### src/hdl/decode_consts.svh
// Width and fixed register number macros for the decode stage, included by the package and RTL
`ifndef DECODE_CONSTS_SVH
`define DECODE_CONSTS_SVH

// ======================================================================
// Word widths
// ======================================================================

// Fetched instruction word
`define INSTR_W 32

// Register specifier covers a 64 entry register file
`define REG_W 6

// Full immediate as delivered in the decode record
`define VALUE_W 64

// Payload carried by a prefix instruction in bits 31 to 7
`define PFX_W 25

// Short immediate and displacement field of the ri, ls and st forms
`define IMM_W 13

// Displacement field of the branch form
`define BR_DISP_W 23

// ======================================================================
// Fixed register numbers
// ======================================================================

// Link registers selected by the two bit link field of BSR and JSR
// Link select 0 means no link is written
`define LINK0_REG 6'd57
`define LINK1_REG 6'd58
`define LINK2_REG 6'd59

// Return writes the adjusted stack pointer
`define RET_REG 6'd62

// Decrement and branch counts down this register
`define LOOP_REG 6'd55

`endif

### src/hdl/decodePkg.sv
// Shared decode types: opcode and function codes, instruction views and the decode record
`default_nettype none

package decodePkg;

`include "decode_consts.svh"

	// ======================================================================
	// Major opcodes in bits 6 to 0
	// ======================================================================
	typedef enum logic [6:0] {
		OP_R2    = 7'd2,
		OP_ADDI  = 7'd4,
		OP_SUBFI = 7'd5,
		OP_CMPI  = 7'd6,
		OP_MULI  = 7'd7,
		OP_DIVI  = 7'd8,
		OP_SLTI  = 7'd9,
		OP_MULUI = 7'd10,
		OP_DIVUI = 7'd11,
		OP_FLT2  = 7'd12,
		OP_FLT3  = 7'd13,
		OP_ANDI  = 7'd16,
		OP_ORI   = 7'd17,
		OP_EORI  = 7'd18,
		OP_SHIFT = 7'd20,
		OP_CSR   = 7'd21,
		OP_MOV   = 7'd22,
		OP_BSR   = 7'd32,
		OP_JSR   = 7'd33,
		OP_RTD   = 7'd34,
		OP_DBRA  = 7'd35,
		OP_LDB   = 7'd64,
		OP_LDBU  = 7'd65,
		OP_LDW   = 7'd66,
		OP_LDWU  = 7'd67,
		OP_LDT   = 7'd68,
		OP_LDTU  = 7'd69,
		OP_LDO   = 7'd70,
		OP_LDA   = 7'd71,
		OP_LDX   = 7'd72,
		OP_STB   = 7'd80,
		OP_STO   = 7'd83,
		OP_PFX   = 7'd120
	} opcode_t;

	// Register to register functions in bits 31 to 25 of an R2 word
	// Codes from 25 upward are unassigned and decode as no operation
	typedef enum logic [6:0] {
		FN_ADD, FN_CMP, FN_MUL, FN_DIV, FN_SUB,
		FN_MULU, FN_DIVU, FN_MULH, FN_MOD, FN_MULUH,
		FN_MODU, FN_AND, FN_OR, FN_EOR, FN_ANDC,
		FN_NAND, FN_NOR, FN_ENOR, FN_ORC, FN_SEQ,
		FN_SNE, FN_SLT, FN_SLE, FN_SLTU, FN_SLEU
	} func_t;

	typedef logic [`REG_W-1:0] regspec_t;

	// ======================================================================
	// Instruction word views
	// ======================================================================

	// Every view keeps the opcode in the low seven bits
	typedef struct packed {
		logic [`PFX_W-1:0] body;
		opcode_t opcode;
	} anyView_t;

	typedef struct packed {
		func_t func;
		regspec_t Rb;
		regspec_t Ra;
		regspec_t Rt;
		opcode_t opcode;
	} r2View_t;

	typedef struct packed {
		logic [`IMM_W-1:0] imm;
		regspec_t Ra;
		regspec_t Rt;
		opcode_t opcode;
	} riView_t;

	// Loads use the same layout with a displacement in place of the immediate
	typedef struct packed {
		logic [`IMM_W-1:0] disp;
		regspec_t Ra;
		regspec_t Rt;
		opcode_t opcode;
	} lsView_t;

	// Stores carry the data register where other forms have the target
	typedef struct packed {
		logic [`IMM_W-1:0] disp;
		regspec_t Ra;
		regspec_t Rs;
		opcode_t opcode;
	} stView_t;

	typedef struct packed {
		logic [`BR_DISP_W-1:0] disp;
		logic [1:0] lk;
		opcode_t opcode;
	} brView_t;

	typedef struct packed {
		logic [`PFX_W-1:0] payload;
		opcode_t opcode;
	} pfxView_t;

	typedef union packed {
		anyView_t any;
		r2View_t r2;
		riView_t ri;
		lsView_t ls;
		stView_t st;
		brView_t br;
		pfxView_t pfx;
	} instruction_t;

	// One decoded instruction as handed to the next stage
	typedef struct packed {
		logic [`INSTR_W-1:0] instr;
		regspec_t rt;
		regspec_t ra;
		regspec_t rb;
		regspec_t rc;
		logic writesRt;
		logic [`VALUE_W-1:0] imm;
		logic hasPrefix;
	} decodeRec_t;

endpackage

`default_nettype wire

### src/hdl/decodeControl.sv
// Prefix FSM, valid/ready handshake and output record register of the decode stage
`timescale 1ns/1ps
`default_nettype none

`include "decode_consts.svh"

module decodeControl (
	input logic clk,
	input logic rst,
	input logic inValid,
	output logic inReady,
	input decodePkg::instruction_t inInstr,
	input decodePkg::regspec_t tgt,
	input logic writesRt,
	input decodePkg::regspec_t ra,
	input decodePkg::regspec_t rb,
	input decodePkg::regspec_t rc,
	input logic [`VALUE_W-1:0] imm,
	output logic pfxValid,
	output logic [`PFX_W-1:0] pfxBits,
	output logic outValid,
	input logic outReady,
	output decodePkg::decodeRec_t outRec
);

	import decodePkg::*;

	typedef enum logic {ST_PLAIN, ST_PREFIXED} ctrlState_t;

	ctrlState_t state;
	logic [`PFX_W-1:0] pfxReg;
	logic take;
	logic isPfx;
	decodeRec_t nextRec;

	// ======================================================================
	// Handshake
	// ======================================================================

	// Accept whenever the output slot is empty or drains this cycle
	assign inReady = !outValid || outReady;
	assign take = inValid && inReady;
	assign isPfx = (inInstr.any.opcode == OP_PFX);

	assign pfxValid = (state == ST_PREFIXED);
	assign pfxBits = pfxReg;

	// Record of the word on the input, built from the three decoders
	always_comb
	begin
		nextRec.instr = inInstr;
		nextRec.rt = tgt;
		nextRec.ra = ra;
		nextRec.rb = rb;
		nextRec.rc = rc;
		nextRec.writesRt = writesRt;
		nextRec.imm = imm;
		nextRec.hasPrefix = pfxValid;
	end

	// ======================================================================
	// Prefix FSM and output valid
	// ======================================================================
	always_ff @(posedge clk)
	begin
		if (rst)
		begin
			state <= ST_PLAIN;
			outValid <= 1'b0;
		end
		else
		begin
			if (outValid && outReady)
				outValid <= 1'b0;
			if (take)
			begin
				// A prefix only loads state and any other word consumes it
				if (isPfx)
					state <= ST_PREFIXED;
				else
				begin
					state <= ST_PLAIN;
					outValid <= 1'b1;
				end
			end
		end
	end

	// Payload registers load on the handshake only
	always_ff @(posedge clk)
	begin
		if (take && isPfx)
			pfxReg <= inInstr.pfx.payload;
		if (take && !isPfx)
			outRec <= nextRec;
	end

	// ======================================================================
	// Assertions
	// ======================================================================

	// A stalled record stays valid and unchanged into the next cycle
	aStallHold: assert property (@(posedge clk) disable iff (rst)
		outValid && !outReady |=> outValid && $stable(outRec))
		else $error("output record changed while stalled");

	// The input is open whenever the output slot is empty
	aReadyIdle: assert property (@(posedge clk) disable iff (rst)
		!outValid |-> inReady)
		else $error("input blocked with empty output slot");

	// A word offered during a stall must not touch the prefix state
	aNoCaptureStall: assert property (@(posedge clk) disable iff (rst)
		outValid && !outReady |=>
		$stable(state) && (!pfxValid || $stable(pfxReg)))
		else $error("prefix state changed while stalled");

endmodule

`default_nettype wire

### src/hdl/decodeImmediate.sv
// Combinational immediate extraction with sign extension and prefix merge, used by decode top
`timescale 1ns/1ps
`default_nettype none

`include "decode_consts.svh"

module decodeImmediate (
	input decodePkg::instruction_t instr,
	input logic pfxValid,
	input logic [`PFX_W-1:0] pfxBits,
	output logic [`VALUE_W-1:0] imm
);

	import decodePkg::*;

	// Short field of the current word
	logic [`IMM_W-1:0] shortField;

	// Prefix payload stacked above the short field
	logic [`PFX_W+`IMM_W-1:0] longField;

	// ======================================================================
	// Field extraction
	// ======================================================================

	// Immediates, load and store displacements all sit in bits 31 to 19
	assign shortField = instr.ri.imm;

	assign longField = {pfxBits, shortField};

	// ======================================================================
	// Extension to the full width
	// ======================================================================
	always_comb
	begin
		case (instr.any.opcode)
		OP_ADDI, OP_SUBFI, OP_CMPI, OP_MULI, OP_DIVI, OP_SLTI,
		OP_MULUI, OP_DIVUI, OP_ANDI, OP_ORI, OP_EORI,
		OP_LDB, OP_LDBU, OP_LDW, OP_LDWU, OP_LDT, OP_LDTU,
		OP_LDO, OP_LDA, OP_LDX, OP_STB, OP_STO:
			// A held prefix turns the short field into a 38 bit value
			if (pfxValid)
				imm = {{(`VALUE_W-`PFX_W-`IMM_W){longField[`PFX_W+`IMM_W-1]}}, longField};
			else
				imm = {{(`VALUE_W-`IMM_W){shortField[`IMM_W-1]}}, shortField};
		// Branch displacements are wide enough already and ignore any prefix
		OP_BSR, OP_JSR, OP_DBRA:
			imm = {{(`VALUE_W-`BR_DISP_W){instr.br.disp[`BR_DISP_W-1]}}, instr.br.disp};
		default:
			imm = '0;
		endcase
	end

endmodule

`default_nettype wire

### src/hdl/decodeSources.sv
// Combinational source register decode, instantiated by the decode stage top
`timescale 1ns/1ps
`default_nettype none

module decodeSources (
	input decodePkg::instruction_t instr,
	output decodePkg::regspec_t ra,
	output decodePkg::regspec_t rb,
	output decodePkg::regspec_t rc
);

	import decodePkg::*;

	// ======================================================================
	// Source selection by opcode
	// ======================================================================
	always_comb
	begin
		ra = '0;
		rb = '0;
		rc = '0;
		case (instr.any.opcode)
		// Register to register forms read both Ra and Rb
		OP_R2, OP_SHIFT:
		begin
			ra = instr.r2.Ra;
			rb = instr.r2.Rb;
		end
		// Float forms only read the second operand field here
		OP_FLT2, OP_FLT3:
			rb = instr.r2.Rb;
		OP_ADDI, OP_SUBFI, OP_CMPI, OP_MULI, OP_DIVI, OP_SLTI,
		OP_MULUI, OP_DIVUI, OP_ANDI, OP_ORI, OP_EORI:
			ra = instr.ri.Ra;
		// Loads read only the base register
		OP_LDB, OP_LDBU, OP_LDW, OP_LDWU, OP_LDT, OP_LDTU,
		OP_LDO, OP_LDA, OP_LDX:
			ra = instr.ls.Ra;
		OP_STB, OP_STO:
		begin
			// The base goes to ra and the data register to rc
			ra = instr.st.Ra;
			rc = instr.st.Rs;
		end
		default:
		begin
			ra = '0;
			rb = '0;
			rc = '0;
		end
		endcase
	end

endmodule

`default_nettype wire

### src/hdl/decodeStage.sv
// Top of the register and immediate decode stage, joining the control block and three decoders
`timescale 1ns/1ps
`default_nettype none

`include "decode_consts.svh"

module decodeStage (
	input logic clk,
	input logic rst,
	input logic inValid,
	output logic inReady,
	input decodePkg::instruction_t inInstr,
	output logic outValid,
	input logic outReady,
	output decodePkg::decodeRec_t outRec
);

	import decodePkg::*;

	// Decoder results for the word currently on the input
	regspec_t tgtReg;
	logic tgtWrites;
	regspec_t srcA;
	regspec_t srcB;
	regspec_t srcC;
	logic [`VALUE_W-1:0] immValue;

	// Held prefix as seen by the immediate decoder
	logic pfxValid;
	logic [`PFX_W-1:0] pfxBits;

	// ======================================================================
	// Control and record register
	// ======================================================================
	decodeControl ctrl (
		.clk(clk),
		.rst(rst),
		.inValid(inValid),
		.inReady(inReady),
		.inInstr(inInstr),
		.tgt(tgtReg),
		.writesRt(tgtWrites),
		.ra(srcA),
		.rb(srcB),
		.rc(srcC),
		.imm(immValue),
		.pfxValid(pfxValid),
		.pfxBits(pfxBits),
		.outValid(outValid),
		.outReady(outReady),
		.outRec(outRec)
	);

	// ======================================================================
	// Decoders
	// ======================================================================
	decodeTarget tgtDec (
		.instr(inInstr),
		.rt(tgtReg),
		.writesRt(tgtWrites)
	);

	decodeSources srcDec (
		.instr(inInstr),
		.ra(srcA),
		.rb(srcB),
		.rc(srcC)
	);

	decodeImmediate immDec (
		.instr(inInstr),
		.pfxValid(pfxValid),
		.pfxBits(pfxBits),
		.imm(immValue)
	);

endmodule

`default_nettype wire

### src/hdl/decodeTarget.sv
// Combinational target register and write flag decode, instantiated by the decode stage top
`timescale 1ns/1ps
`default_nettype none

`include "decode_consts.svh"

module decodeTarget (
	input decodePkg::instruction_t instr,
	output decodePkg::regspec_t rt,
	output logic writesRt
);

	import decodePkg::*;

	// ======================================================================
	// Target selection by opcode
	// ======================================================================
	always_comb
	begin
		rt = '0;
		case (instr.any.opcode)
		OP_R2:
			// Only assigned functions produce a result
			case (instr.r2.func)
			FN_ADD, FN_CMP, FN_MUL, FN_DIV, FN_SUB,
			FN_MULU, FN_DIVU, FN_MULH, FN_MOD, FN_MULUH,
			FN_MODU, FN_AND, FN_OR, FN_EOR, FN_ANDC,
			FN_NAND, FN_NOR, FN_ENOR, FN_ORC, FN_SEQ,
			FN_SNE, FN_SLT, FN_SLE, FN_SLTU, FN_SLEU:
				rt = instr.r2.Rt;
			default:
				rt = '0;
			endcase
		OP_FLT2, OP_FLT3, OP_SHIFT, OP_MOV:
			rt = instr.r2.Rt;
		OP_BSR, OP_JSR:
			// The link field picks one of three link registers or none
			case (instr.br.lk)
			2'd0: rt = '0;
			2'd1: rt = `LINK0_REG;
			2'd2: rt = `LINK1_REG;
			default: rt = `LINK2_REG;
			endcase
		OP_RTD:
			rt = `RET_REG;
		OP_DBRA:
			rt = `LOOP_REG;
		OP_ADDI, OP_SUBFI, OP_CMPI, OP_MULI, OP_DIVI, OP_SLTI,
		OP_MULUI, OP_DIVUI, OP_ANDI, OP_ORI, OP_EORI:
			rt = instr.ri.Rt;
		// CSR access shares the immediate layout
		OP_CSR:
			rt = instr.ri.Rt;
		OP_LDB, OP_LDBU, OP_LDW, OP_LDWU, OP_LDT, OP_LDTU,
		OP_LDO, OP_LDA, OP_LDX:
			rt = instr.ls.Rt;
		// Stores, prefixes and unassigned opcodes leave the target empty
		default:
			rt = '0;
		endcase
	end

	// Register 0 is hardwired so a zero target never counts as a write
	assign writesRt = (rt != '0);

endmodule

`default_nettype wire

### config.mk
export PLATFORM = sky130hd
export DESIGN_NAME = decodeStage
export DESIGN_NICKNAME = d
export VERILOG_FILES = /design/src/hdl/decodePkg.sv /design/src/hdl/decodeControl.sv /design/src/hdl/decodeImmediate.sv /design/src/hdl/decodeSources.sv /design/src/hdl/decodeStage.sv /design/src/hdl/decodeTarget.sv
export VERILOG_INCLUDE_DIRS = /design/src /design/src/hdl
export SDC_FILE = /design/constraint.sdc
export NUM_CORES = 1
export LEC_CHECK = 0
export BUFFER_PORTS_ARGS = -buffer_cell sky130_fd_sc_hd__buf_2
export CORE_MARGIN = 4
export CORE_UTILIZATION = 32
export DETAILED_ROUTE_END_ITERATION = 12
export HOLD_SLACK_MARGIN = 0.02
export MAX_ROUTING_LAYER = met4
export PLACE_DENSITY = 0.64
export SETUP_SLACK_MARGIN = 0.1
export SLEW_MARGIN = 20
export SYNTH_ARGS = -nofsm -noshare
export SYNTH_HDL_FRONTEND = slang
export SYNTH_SLANG_ARGS = --single-unit
### constraint.sdc
create_clock -name clk -period 6.1 [get_ports clk]
set_input_delay 0.305 -clock clk [delete_from_list [all_inputs] [get_ports clk]]
set_output_delay 0.305 -clock clk [all_outputs]
set_load 0.05 [all_outputs]
## Yosys cells after proc, flatten, opt, wreduce, memory -nomap -nowiden

Cells that the tools add are included.

| operators by class | value |
|---|---|
| eq/ne operators | 59 |
| mux-type cells | 9 |
| reductions and logical operators | 18 |

Operators by type and width:

| cell | number |
|---|---|
| $pmux W64 S2 | 1 |
| $eq A7 B5 Y1 const B | 15 |
| $eq A7 B4 Y1 const B | 14 |
| $eq A7 B7 Y1 const B | 12 |
| $mux W64 | 1 |
| $eq A7 B3 Y1 const B | 8 |
| $reduce_or A25 Y1 | 2 |
| $pmux W6 S5 | 1 |
| $eq A7 B6 Y1 const B | 4 |
| $reduce_or A24 Y1 | 1 |
| $reduce_or A22 Y1 | 1 |
| $eq A7 B2 Y1 const B | 3 |
| $pmux W6 S3 | 1 |
| $eq A7 B1 Y1 const B | 1 |
| $logic_not A7 Y1 | 1 |
| $mux W6 | 1 |
| $reduce_bool A6 Y1 | 1 |
| $logic_and A1 B1 Y1 | 4 |
| $mux W1 | 4 |
| $reduce_or A2 Y1 | 2 |
| $reduce_or A4 Y1 | 1 |
| $reduce_or A3 Y1 | 1 |
| $eq A2 B1 Y1 const B | 1 |
| $eq A2 B2 Y1 const B | 1 |
| other kinds (3) | 4 |

| word-level totals | value |
|---|---|
| register bits | 149 |
| input port bits | 36 |
| output and inout port bits | 124 |
| word-level logic and storage cells | 97 |

## Longest topological paths before layout

| depth | value |
|---|---|
| depth after elaboration | 5 |
| gate-level depth with buffers | 7 |
| depth with buffers taken out | 5 |

## Cells and area by module

A second synthesis with hierarchy kept.

| second synthesis, totals | value |
|---|---|
| cell total of the unflattened synthesis | 420 |
| area, all modules | 6304.8 um2 |

Modules (own cells, without submodules):

| module | times used | cells each | area each (um2) | seq. area each (um2) |
|---|---|---|---|---|
| decodeControl | 1 | 161 | 4543.1 | 4454.3 |
| decodeImmediate | 1 | 168 | 1131.1 | 0.0 |
| decodeSources | 1 | 47 | 336.6 | 0.0 |
| decodeTarget | 1 | 44 | 294.0 | 0.0 |

## Worst setup path after synthesis

OpenSTA, ideal clock, no wires.

| timing | value |
|---|---|
| path type | register to register |
| start point | reg ctrl.outValid |
| end point | reg, netlist name ctrl.outRec[0] |
| library setup time | 0.563 ns |
| arrival time | 5.366 ns |
| setup slack | 0.172 ns |
| stages on the path, launching flop included | 4 |
| clock period less this slack | 5.928 ns |
| cells stage by stage | dfxtp_1 -> nand2b_1 -> nand2_1 -> nor2b_1 |

| on the way | value |
|---|---|
| word-level cells in the longest chain between the ends | 4 |

RTL lines:

| item | RTL line | text |
|---|---|---|
| start, declared | decodeControl.sv:21 | `output logic outValid,` |
| start signal, assigned | decodeControl.sv:69 | `outValid <= 1'b0;` |
| start signal, assigned | decodeControl.sv:74 | `outValid <= 1'b0;` |
| start signal, assigned | decodeControl.sv:83 | `outValid <= 1'b1;` |
| $logic_not A1 Y1 | decodeControl.sv:41 | `assign inReady = !outValid \|\| outReady;` |
| $logic_or A1 B1 Y1 | decodeControl.sv:41 |  |
| named net inReady | decodeStage.sv:11 | `output logic inReady,` |
| $logic_and A1 B1 Y1 | decodeControl.sv:42 | `assign take = inValid && inReady;` |
| $logic_and A1 B1 Y1 | decodeControl.sv:94 | `if (take && !isPfx)` |

The timed path passes the listed nets, and every way through them passes these cells.
A chain may end at the register's enable or synchronous reset.

## Worst setup path in the final report

| timing | value |
|---|---|
| start point | reg ctrl.outValid |
| end point | reg, netlist name ctrl.outRec[17] |

| on the way | value |
|---|---|
| word-level cells in the longest chain between the ends | 4 |

RTL lines:

| item | RTL line |
|---|---|
| $logic_not A1 Y1 | decodeControl.sv:41 |
| $logic_or A1 B1 Y1 | decodeControl.sv:41 |
| $logic_and A1 B1 Y1 | decodeControl.sv:42 |
| $logic_and A1 B1 Y1 | decodeControl.sv:94 |

No other way between the ends.

==> flow_summary.toml <==
[timing]
slew_violations = 0
rsz0062_at_grt = "false"
finalCriticalPeriod_ps = 2450
finClkSkew_ps = 9.33
worstMarginPinSlew_ps = 1060
fin_crit_sh_pct = 40.1
slew_headroom_pct = 29.5
finalSetupViolations = 0
setup-tns-final_ps = 0
fmax_mhz = 409
finalHoldViolCount = 0

[logic_synthesis]
synth_common_cells = "edfxtp_1 (121), nand2_1 (31), buf_4 (26)"
syn_nets = 359
synth_edf_count = 121
synthCells = 323
yosysTopAreaCell = "edfxtp_1"
avgSynthCellArea_sq_um = 15.3
syn_area_sq_um = 4930
ys.flop_type = "edfxtp_1"
synth_area_leaders = "edfxtp_1 (74%), buf_4 (4.0%), a22o_1 (2.5%)"
post-synth-top-count-cell = "edfxtp_1"
yosys_warnings = 0
yosysTopAreaCellShare_pct = 73.8
async_flop_share_pct = 0
synth_cell_types = 43
ys_ff_latch = 123
ys_seq_area_share_pct = 74.6

[worst_setup_path]
arrival_ps = 2480
cp_max_fo = 70
cp.required_ps = 6130
crit_chain = "nand2b_1 > nand2_1 > nor2b_4 > buf_4"
crit_path_max_incr_delay_ps = 780
r2r_cells = 4
path_depth = 4
worst-setup-path-type = "flip-flop to flip-flop"
startpoint_type = "flip-flop"
crit_path_top_delay_cell = "buf_4"
cp_top_family = "simple AND/OR/NAND/NOR gates"
cp-end-kind = "flip-flop"
crit_buf_inv = 1

[floorplan]
ioPinCount = 160
core_sq_um = 15100
initial_utilization_pct = 32.5
die_w_microns = 132
num_rows = 45
die_h_microns = 132
die_area_sq_um = 17400

[cts]
cts.sinks = 123
clkLatencyLatePin_ps = 410
clkTransAtPathRegs_ps = 50
cts_made_buffers = 17
post_cts_resized = 0
clockBufferDepth = 2
cts_setup_buffers = 0
cts_hold_buf = 0
h-tree-depth = 4
root_buffer = "clkbuf_16"
cts_tree = "yes"

[placement]
postPlaceCellArea_sq_um = 5720
numPortBuffers = 159
place_congestion = 0.720
dp.cells = 632
hpwl_microns = 7890

[route]
avgViaCountPerCell = 4.84
drc = 0
drt-pass1-iter-count = 4
wl_per_cell_microns = 17.5
drt_iter0_markers = 147
ant_nets = 0
drt_wl_total_microns = 11600
vias = 3212

[worst_hold_path]
hold_path.class = "input port to flip-flop"
min_delay_path_depth = 2

[cells_and_area]
diodes = 0
nets = 499
fin_cells = 664
syn2layout_area_growth_pct = 27.1
fin_area_sq_um = 6260
drive_gt1_share_pct = 42.0
utilization_pct = 41.3

[pwr]
max-vdd-ir-drop_v = 0.000189
leakage_nw = 2.47
power.density_nw_per_um2 = 359

[flow_run]
cap_violations = 0

[grt]
grt_start_max_net_pins = 71
grt_pass1_vias = 3150
antenna_found_initial = 0
grt.total_usage_pct = 14.0
gr-total-overflow = 0
grt_first_pass_wirelength_microns = 18000

[status]
status = "finished, final reports clean"
-- state kept, by name, summed over array words and instances, names as in the netlist --
| signal | cells |
|---|---|
| ctrl.pfxValid | 1 |
| ctrl.outRec | 96 |
| ctrl.pfxBits | 25 |
| ctrl.outValid | 1 |
-- cell families after synthesis --
logic type	after synthesis	synth area share (%)
buffers and inverters	43	5.59
xor gates and xnor gates	1	0.178
muxes	1	0.229
and+or+nand+nor	85	9.42
AOI/OAI and AO/OA	70	10.0
DFF	123	74.6
-- through the flow --
step | setup WS, ps | hold WS, ps | power (mW)
after floorplan | 172 | 374 | 1.29
after global placement | 3450 | 489 | 1.36
after detailed placement | 3320 | 489 | 1.37
after CTS | 3620 | 46.4 | 2.28
after global routing | 3450 | 50.7 | 2.34
final | 3650 | 70.4 | 2.25
-- cell usage in the layout (no fill, tap or decap), types with 3 or more instances in the layout --
cell type / n
a21oi_1: 13
nor2_2: 3
o21ai_0: 11
clkbuf_16: 17
edfxtp_1: 121
clkbuf_1: 3
nand2_1: 31
buf_2: 159
clkinv_4: 4
a21o_1: 4
nor3_1: 5
o21ai_1: 3
clkinv_1: 3
and2_1: 12
nor2_1: 6
nor2b_1: 11
buf_4: 3
a22o_1: 14
o211ai_1: 16
-- routing by layer --
| layer | part of all wire, % | track usage, % |
|---|---|---|
| met3 | 7.4 | 5.61 |
| met1 | 42 | 16.5 |
| met5 | 0 | - |
| met4 | 1.3 | 4.61 |
| met2 | 49 | 22.0 |
-- path summary, 6_finish.rpt --
path | slack, ps | end | from
max reg2reg | 3650 | ctrl.outRec[17] | ctrl.outValid
max | 3650 | ctrl.outRec[17] | ctrl.outValid
min reg2reg | 520 | ctrl.outValid | ctrl.outValid
min | 70 | ctrl.outValid | rst
-- area by class of cell --
cell class	instances	area (sq um)
Sequential cell	123	3670
Clock buffer	20	437
Inverter	2	7.51
Multi-Input combinational cell	157	990
Fill cell	1432	8880
Clock inverter	12	101
Tap cell	188	235
Timing Repair Buffer	162	818
-- where the power goes --
part / leakage [nW] / internal [mW] / switching [mW]
Sequential: 1.19 / 0.982 / 0.0134
Clock: 0.256 / 0.555 / 0.352
Combinational: 1.03 / 0.0653 / 0.283
Power figures use the tool's default switching activity.
